==> config.mk <==
export PLATFORM = sky130hd
export DESIGN_NAME = core_io_top
export DESIGN_NICKNAME = d
export VERILOG_FILES = /design/src/logic/arcade_pkg.sv /design/src/logic/ctrl_if.sv /design/src/logic/key_decoder.sv /design/src/logic/control_merge.sv /design/src/logic/video_out.sv /design/src/logic/audio_dac.sv /design/src/logic/core_io_top.sv
export SDC_FILE = /design/constraint.sdc
export NUM_CORES = 1
export LEC_CHECK = 0
export ABC_AREA = 1
export BUFFER_PORTS_ARGS = -buffer_cell sky130_fd_sc_hd__buf_4
export CAP_MARGIN = 15
export CELL_PAD_IN_SITES_DETAIL_PLACEMENT = 1
export CELL_PAD_IN_SITES_GLOBAL_PLACEMENT = 2
export CORE_ASPECT_RATIO = 0.9
export CORE_UTILIZATION = 26
export CTS_BUF_LIST = sky130_fd_sc_hd__clkbuf_2 sky130_fd_sc_hd__clkbuf_4 sky130_fd_sc_hd__clkbuf_8
export DETAILED_ROUTE_END_ITERATION = 6
export PLACE_DENSITY_LB_ADDON = 0.1
export SLEW_MARGIN = 10
export SYNTH_ARGS = -nofsm -noshare
export SYNTH_HDL_FRONTEND = slang
export SYNTH_HIERARCHICAL = 1
export SYNTH_SLANG_ARGS = --single-unit
==> constraint.sdc <==
create_clock -name clk_24 -period 1.8 [get_ports clk_24]
set_input_delay 0.27 -clock clk_24 [delete_from_list [all_inputs] [get_ports clk_24]]
set_output_delay 0.27 -clock clk_24 [all_outputs]
set_load 0.02 [all_outputs]
==> src/logic/arcade_pkg.sv <==
`default_nettype none

package arcade_pkg;

	// keyboard scan codes, set 2
	localparam logic [7:0] KEY_UP = 8'h75;
	localparam logic [7:0] KEY_DOWN = 8'h72;
	localparam logic [7:0] KEY_LEFT = 8'h6B;
	localparam logic [7:0] KEY_RIGHT = 8'h74;
	localparam logic [7:0] KEY_COIN = 8'h76; // esc
	localparam logic [7:0] KEY_START1 = 8'h05; // f1
	localparam logic [7:0] KEY_START2 = 8'h06; // f2
	localparam logic [7:0] KEY_FIRE = 8'h29; // space
	localparam logic [7:0] KEY_BOMB = 8'h11; // alt

	// joystick byte bit positions
	localparam int JOY_RIGHT = 0;
	localparam int JOY_LEFT = 1;
	localparam int JOY_DOWN = 2;
	localparam int JOY_UP = 3;
	localparam int JOY_FIRE = 4;
	localparam int JOY_BOMB = 5;

	// menu status bits
	localparam int STATUS_RESET = 0;
	localparam int STATUS_MENU_RESET = 6;

	localparam int COLOR_IN_W = 4;
	localparam int COLOR_OUT_W = 6;
	localparam int DAC_W = 16;

	// game reset hold after the last source falls
	localparam int RESET_STRETCH = 16;
	localparam int RESET_CNT_W = $clog2(RESET_STRETCH + 1);
	localparam logic [RESET_CNT_W-1:0] RESET_LOAD = RESET_CNT_W'(RESET_STRETCH);

endpackage

`default_nettype wire

==> src/logic/ctrl_if.sv <==
`timescale 1ns/1ps
`default_nettype none

interface ctrl_if;
	logic up;
	logic down;
	logic left;
	logic right;
	logic fire;
	logic bomb;
	logic start1;
	logic start2;
	logic coin;

	modport source (
		output up, down, left, right, fire, bomb, start1, start2, coin
	);

	modport sink (
		input up, down, left, right, fire, bomb, start1, start2, coin
	);

endinterface

`default_nettype wire

==> src/logic/key_decoder.sv <==
`timescale 1ns/1ps
`default_nettype none

module key_decoder (
	input wire logic clk_24,
	input wire logic rst_n,
	input wire logic key_strobe,
	input wire logic key_pressed,
	input wire logic [7:0] key_code,
	ctrl_if.source k
);

	logic strobe_q;
	logic key_event;

	assign key_event = (key_strobe != strobe_q); // any toggle is one event

	// strobe level from the previous edge
	always_ff @(posedge clk_24) begin
		strobe_q <= key_strobe;
	end

	always_ff @(posedge clk_24) begin
		if (!rst_n) begin
			k.up <= 1'b0;
			k.down <= 1'b0;
			k.left <= 1'b0;
			k.right <= 1'b0;
			k.fire <= 1'b0;
			k.bomb <= 1'b0;
			k.start1 <= 1'b0;
			k.start2 <= 1'b0;
			k.coin <= 1'b0;
		end else if (key_event) begin
			case (key_code)
				arcade_pkg::KEY_UP: k.up <= key_pressed;
				arcade_pkg::KEY_DOWN: k.down <= key_pressed;
				arcade_pkg::KEY_LEFT: k.left <= key_pressed;
				arcade_pkg::KEY_RIGHT: k.right <= key_pressed;
				arcade_pkg::KEY_FIRE: k.fire <= key_pressed;
				arcade_pkg::KEY_BOMB: k.bomb <= key_pressed;
				arcade_pkg::KEY_START1: k.start1 <= key_pressed;
				arcade_pkg::KEY_START2: k.start2 <= key_pressed;
				arcade_pkg::KEY_COIN: k.coin <= key_pressed;
				default: begin
					// unknown code, buttons hold
				end
			endcase
		end
	end

endmodule

`default_nettype wire

==> src/logic/control_merge.sv <==
`timescale 1ns/1ps
`default_nettype none

module control_merge (
	input wire logic clk_24,
	input wire logic rst_n,
	ctrl_if.sink k,
	input wire logic [7:0] joystick_0,
	input wire logic [7:0] joystick_1,
	input wire logic [31:0] status,
	input wire logic board_button,
	ctrl_if.source g,
	output logic game_reset
);

	logic rst_src;
	logic [arcade_pkg::RESET_CNT_W-1:0] rst_cnt;

	assign rst_src = status[arcade_pkg::STATUS_RESET] | status[arcade_pkg::STATUS_MENU_RESET] |
		board_button;

	always_ff @(posedge clk_24) begin
		if (!rst_n) begin
			g.up <= 1'b0;
			g.down <= 1'b0;
			g.left <= 1'b0;
			g.right <= 1'b0;
			g.fire <= 1'b0;
			g.bomb <= 1'b0;
			g.start1 <= 1'b0;
			g.start2 <= 1'b0;
			g.coin <= 1'b0;
		end else begin
			g.up <= k.up | joystick_0[arcade_pkg::JOY_UP] | joystick_1[arcade_pkg::JOY_UP];
			g.down <= k.down | joystick_0[arcade_pkg::JOY_DOWN] | joystick_1[arcade_pkg::JOY_DOWN];
			g.left <= k.left | joystick_0[arcade_pkg::JOY_LEFT] | joystick_1[arcade_pkg::JOY_LEFT];
			g.right <= k.right | joystick_0[arcade_pkg::JOY_RIGHT] |
				joystick_1[arcade_pkg::JOY_RIGHT];
			g.fire <= k.fire | joystick_0[arcade_pkg::JOY_FIRE] | joystick_1[arcade_pkg::JOY_FIRE];
			g.bomb <= k.bomb | joystick_0[arcade_pkg::JOY_BOMB] | joystick_1[arcade_pkg::JOY_BOMB];
			g.start1 <= k.start1; // keys only
			g.start2 <= k.start2;
			g.coin <= k.coin;
		end
	end

	always_ff @(posedge clk_24) begin
		if (!rst_n || rst_src) begin
			rst_cnt <= arcade_pkg::RESET_LOAD; // reload while held
		end else if (rst_cnt != '0) begin
			rst_cnt <= rst_cnt - 1'b1;
		end
	end

	always_ff @(posedge clk_24) begin
		if (!rst_n) begin
			game_reset <= 1'b1;
		end else begin
			game_reset <= rst_src | (rst_cnt != '0);
		end
	end

endmodule

`default_nettype wire

==> src/logic/video_out.sv <==
`timescale 1ns/1ps
`default_nettype none

module video_out (
	input wire logic clk_24,
	input wire logic rst_n,
	input wire logic [arcade_pkg::COLOR_IN_W-1:0] r,
	input wire logic [arcade_pkg::COLOR_IN_W-1:0] g,
	input wire logic [arcade_pkg::COLOR_IN_W-1:0] b,
	input wire logic hs,
	input wire logic vs,
	input wire logic hb,
	input wire logic vb,
	output logic [arcade_pkg::COLOR_OUT_W-1:0] vga_r,
	output logic [arcade_pkg::COLOR_OUT_W-1:0] vga_g,
	output logic [arcade_pkg::COLOR_OUT_W-1:0] vga_b,
	output logic vga_hs,
	output logic vga_vs
);

	logic blank;

	// repeat the top bits into the new lsbs so full scale stays full scale
	function automatic logic [arcade_pkg::COLOR_OUT_W-1:0] widen(
		input logic [arcade_pkg::COLOR_IN_W-1:0] c
	);
		return {c, c[arcade_pkg::COLOR_IN_W-1 -: arcade_pkg::COLOR_OUT_W - arcade_pkg::COLOR_IN_W]};
	endfunction

	assign blank = hb | vb;

	always_ff @(posedge clk_24) begin
		if (!rst_n) begin
			vga_r <= '0;
			vga_g <= '0;
			vga_b <= '0;
			vga_hs <= 1'b0;
			vga_vs <= 1'b0;
		end else begin
			vga_r <= blank ? '0 : widen(r);
			vga_g <= blank ? '0 : widen(g);
			vga_b <= blank ? '0 : widen(b);
			vga_hs <= hs; // same stage as colour
			vga_vs <= vs;
		end
	end

endmodule

`default_nettype wire

==> src/logic/audio_dac.sv <==
`timescale 1ns/1ps
`default_nettype none

module audio_dac (
	input wire logic clk_24,
	input wire logic rst_n,
	input wire logic [7:0] sample,
	output logic audio_out
);

	logic [arcade_pkg::DAC_W-1:0] dac_word;
	logic [arcade_pkg::DAC_W:0] acc;

	assign dac_word = {sample, sample}; // 8 to 16 bit full scale

	// first order: carry out of the running sum is the pulse stream
	always_ff @(posedge clk_24) begin
		if (!rst_n) begin
			acc <= '0;
		end else begin
			acc <= {1'b0, acc[arcade_pkg::DAC_W-1:0]} + {1'b0, dac_word};
		end
	end

	assign audio_out = acc[arcade_pkg::DAC_W]; // registered carry

endmodule

`default_nettype wire

==> src/logic/core_io_top.sv <==
`timescale 1ns/1ps
`default_nettype none

module core_io_top (
	input wire logic clk_24,
	input wire logic rst_n,
	input wire logic key_strobe,
	input wire logic key_pressed,
	input wire logic [7:0] key_code,
	input wire logic [7:0] joystick_0,
	input wire logic [7:0] joystick_1,
	input wire logic [31:0] status,
	input wire logic board_button,
	input wire logic [arcade_pkg::COLOR_IN_W-1:0] r,
	input wire logic [arcade_pkg::COLOR_IN_W-1:0] g,
	input wire logic [arcade_pkg::COLOR_IN_W-1:0] b,
	input wire logic hs,
	input wire logic vs,
	input wire logic hb,
	input wire logic vb,
	input wire logic [7:0] sample,
	output logic up,
	output logic down,
	output logic left,
	output logic right,
	output logic fire,
	output logic bomb,
	output logic start1,
	output logic start2,
	output logic coin,
	output logic game_reset,
	output logic [arcade_pkg::COLOR_OUT_W-1:0] vga_r,
	output logic [arcade_pkg::COLOR_OUT_W-1:0] vga_g,
	output logic [arcade_pkg::COLOR_OUT_W-1:0] vga_b,
	output logic vga_hs,
	output logic vga_vs,
	output logic audio_out
);

	ctrl_if k_if (); // keyboard buttons
	ctrl_if g_if (); // merged game controls

	key_decoder u_key_decoder (
		.clk_24(clk_24),
		.rst_n(rst_n),
		.key_strobe(key_strobe),
		.key_pressed(key_pressed),
		.key_code(key_code),
		.k(k_if)
	);

	control_merge u_control_merge (
		.clk_24(clk_24),
		.rst_n(rst_n),
		.k(k_if),
		.joystick_0(joystick_0),
		.joystick_1(joystick_1),
		.status(status),
		.board_button(board_button),
		.g(g_if),
		.game_reset(game_reset)
	);

	assign up = g_if.up;
	assign down = g_if.down;
	assign left = g_if.left;
	assign right = g_if.right;
	assign fire = g_if.fire;
	assign bomb = g_if.bomb;
	assign start1 = g_if.start1;
	assign start2 = g_if.start2;
	assign coin = g_if.coin;

	video_out u_video_out (
		.clk_24(clk_24),
		.rst_n(rst_n),
		.r(r),
		.g(g),
		.b(b),
		.hs(hs),
		.vs(vs),
		.hb(hb),
		.vb(vb),
		.vga_r(vga_r),
		.vga_g(vga_g),
		.vga_b(vga_b),
		.vga_hs(vga_hs),
		.vga_vs(vga_vs)
	);

	audio_dac u_audio_dac (
		.clk_24(clk_24),
		.rst_n(rst_n),
		.sample(sample),
		.audio_out(audio_out)
	);

endmodule

`default_nettype wire

==> results.json <==
{
  "crit_cells": 8,
  "die_area_sq_um": 12070,
  "clock.fmax_ghz": 0.6145,
  "r2r_end": "u_audio_dac/acc[16]$_SDFF_PN0_",
  "synth_edf_count": 0,
  "slowest_delay_ns": 0.36,
  "drive_above_1_share_pct": 21.25,
  "clk-insertion-delay-late_ns": 0.32,
  "drt-initial-drc-count": 73,
  "p_per_area_nw_per_um2": 888.6,
  "synth_top_area_cell": "dfxtp_1",
  "grt_use_total_pct": 14.43,
  "end_kind": "register",
  "route.detailed.drc": 0,
  "routed-wl-met3_um": 282,
  "hold_start": "key_strobe",
  "fin_skew_ns": 0.01186,
  "slew_headroom_pct": 72.44,
  "port_buffers": 81,
  "cts_max_level": 2,
  "area_growth_pct": 27.67,
  "finish.instance_area_sq_um": 3862,
  "num_vias": 2916,
  "synth_cell_types": 24,
  "layout.cells.non_filler": 698,
  "synth_area_sq_um": 3025,
  "hold_path_end": "u_key_decoder/strobe_q$_DFF_P_",
  "cts_tree": "yes",
  "avgSynthCellArea_sq_um": 6.520,
  "synth_cells": 464,
  "rsz0062_at_grt": "false",
  "yosys.area.top_type_share_pct": 37.06,
  "reg2reg_depth": 8,
  "worstSetupStartpointType": "register",
  "slew_viol_final": 0,
  "pwr-share-comb_pct": 36.5,
  "drt-pass1-iter-count": 4,
  "critPathSlowestCell": "fa_2",
  "wl_met1_um": 3965,
  "placed_area_sq_um": 3764,
  "worst-path-max-fanout": 4,
  "synth-seq-area-share_pct": 37.06,
  "r2r_start": "u_audio_dac/acc[0]$_SDFF_PN0_",
  "max_slew.worst_pin.slew_ns": 0.4124,
  "clk_pin_slew_worst_paths_ns": 0.12,
  "power_switching_share_pct": 37.71,
  "antenna_cells": 0,
  "p_clk_share_pct": 22.0,
  "die_h_um": 104.3,
  "dr_wl_met2_um": 3832,
  "core_area_sq_um": 11080,
  "initial_core_util_pct": 27.30,
  "p_seq_share_pct": 41.5,
  "crit_family": "adder cells",
  "setup_tns_ns": 0,
  "holdPathStages": 1,
  "r2r_slack_ns": 0.17,
  "die_w_um": 115.7,
  "cp_common_cell": "nand3_1",
  "cp.required_ns": 2.03,
  "fp-row-count": 36,
  "p_leak_nw": 2.143,
  "post-synth-top-count-cell": "nand2_1",
  "worstHoldPathType": "in2reg",
  "crit_buf_inv": 0,
  "status": "complete, no violations",
  "finalSetupViolations": 0,
  "grt_max_degree": 25,
  "top_layer": "met4",
  "fin_nets": 649,
  "critical_path_class": "reg2reg",
  "p_total_mw": 3.432,
  "ys_ff_latch": 56,
  "avgViaCountPerCell": 4.178,
  "synth_common_cells": "nand2_1 (134), inv_1 (84), nor2_1 (71)",
  "overflow": 0,
  "async_flop_share_pct": 0,
  "cap_viol_max_count": 0,
  "grt_first_pass_wirelength_um": 13770,
  "fin_crit_ns": 1.627,
  "ys.flop_type": "dfxtp_1",
  "peakVddDrop_mv": 0.3474,
  "p_switching_mw": 1.294,
  "clockBufferDepth": 2,
  "ant_nets": 0,
  "arrival_ns": 1.86,
  "placed_cells": 690,
  "hold_viol_final": 0,
  "path_cells": "ha_1 -> fa_2 -> nand3_1 -> nand3_1 -> nand3_1 -> nand3_1 -> a21oi_1 -> nor2_1",
  "grt_pass1_vias": 2899,
  "synth_warnings": 6,
  "routabilityCongestion": 0.7448,
  "fin_crit_sh_pct": 90.41,
  "synth.top_cells.by_area": "dfxtp_1 (37%), nand2_1 (17%), inv_1 (10%)",
  "internal_power_mw": 2.138,
  "cts-root-buf": "clkbuf_8",
  "ios": 116,
  "hpwl_um": 6702,
  "wl_per_cell_um": 11.67,
  "tritoncts_num_sinks": 56,
  "wl_um": 8144,
  "antenna_found_initial": 0,
  "cts_made_buffers": 5,
  "synth_fp_nets": 568
}
per-layer routing:
metal / track usage, % / vias up
met2: 24.38 / 45
met4: 3.022 / 0
met5: 0 / -
met1: 18.87 / 1316
met3: 2.797 / 6
li1: - / 1549
worst reg2reg max path, delay by kind of cell, from the launching register on:
| family | cells | cell delay [ns] |
|---|---|---|
| fa+ha+maj | 2 | 0.56 |
| compound gates | 1 | 0.16 |
| simple gates | 5 | 0.52 |
| flops | 1 | 0.32 |
registers in the layout (all words and copies together), names as in the netlist, 4 cells and up:
signal and cells:
u_control_merge/rst_cnt 5, u_audio_dac/acc 17, u_video_out/vga_b 4, u_video_out/vga_r 4, u_video_out/vga_g 4
cell type report:
| type | instances | area [sq um] |
|---|---|---|
| flip-flops and latches | 56 | 1121 |
| inverters | 90 | 337.8 |
| clock buffers | 5 | 68.82 |
| well taps | 152 | 190.2 |
| multi-input cells | 309 | 1496 |
| fillers | 1454 | 7218 |
| clock inverters | 3 | 25.02 |
| repair buffers | 83 | 623.1 |
layout by cell type, fill, tap and decap left out, drive strengths merged:
cell	n
nand3b	2
xnor2	1
inv	92
a21oi	20
buf	83
nor2	80
ha	18
clkinvlp	1
o21ai	7
clkbuf	5
dfxtp	56
nand3	27
or2	2
fa	1
nand2	140
nor3	10
and2	1
power by group through the flow:
stage                     registers, mW  logic (mW)  clock network [mW]
after global placement             1.45        1.25                   0
final                              1.42        1.25               0.756
after global routing               1.44        1.47               0.847
after CTS                          1.43        1.27               0.799
after detailed placement           1.46        1.27                   0
after floorplan                    1.47       0.858                   0
logic make-up after synthesis:
group	after synthesis	synth area share, %
compound gates	27	4.467
simple gates	262	36.44
xor+xnor	1	0.2895
flops	56	37.06
fa+ha+maj	19	8.106
buf+inv	99	13.65
repair_timing:
item,4_1_cts,5_1_grt
setup endpoints to repair,0,4
hold endpoints to repair,0,0
resized for setup,0,2
setup buffers,0,0
hold buffers,0,0
metrics by stage:
| step | util [%] | setup slack, ns | hold slack, ns |
|---|---|---|---|
| 6_report | 34.86 | 0.1727 | 0.08329 |
| 5_1_grt | 34.86 | 0.008605 | 0.07070 |
| 4_1_cts | 34.81 | 0.09782 | 0.07004 |
| 3_5_place_dp | 33.97 | -0.006643 | 0.4130 |
| 3_3_place_gp | 33.97 | -0.02229 | 0.4057 |
| 2_1_floorplan | - | 0.2901 | 0.2977 |
worst max path at each step:
stage / startpoint / end / slack [ns]
after floorplan: sample[0] / u_audio_dac/acc[16]$_SDFF_PN0_ / 0.29
after CTS: u_audio_dac/acc[0]$_SDFF_PN0_ / u_audio_dac/acc[10]$_SDFF_PN0_ / 0.1
after global routing: u_audio_dac/acc[0]$_SDFF_PN0_ / u_audio_dac/acc[10]$_SDFF_PN0_ / 0.009
final: u_audio_dac/acc[0]$_SDFF_PN0_ / u_audio_dac/acc[16]$_SDFF_PN0_ / 0.17
after global placement: sample[0] / u_audio_dac/acc[16]$_SDFF_PN0_ / -0.02
after detailed placement: sample[0] / u_audio_dac/acc[16]$_SDFF_PN0_ / -0.007
Note: power is estimated with default switching activity, not from simulation.
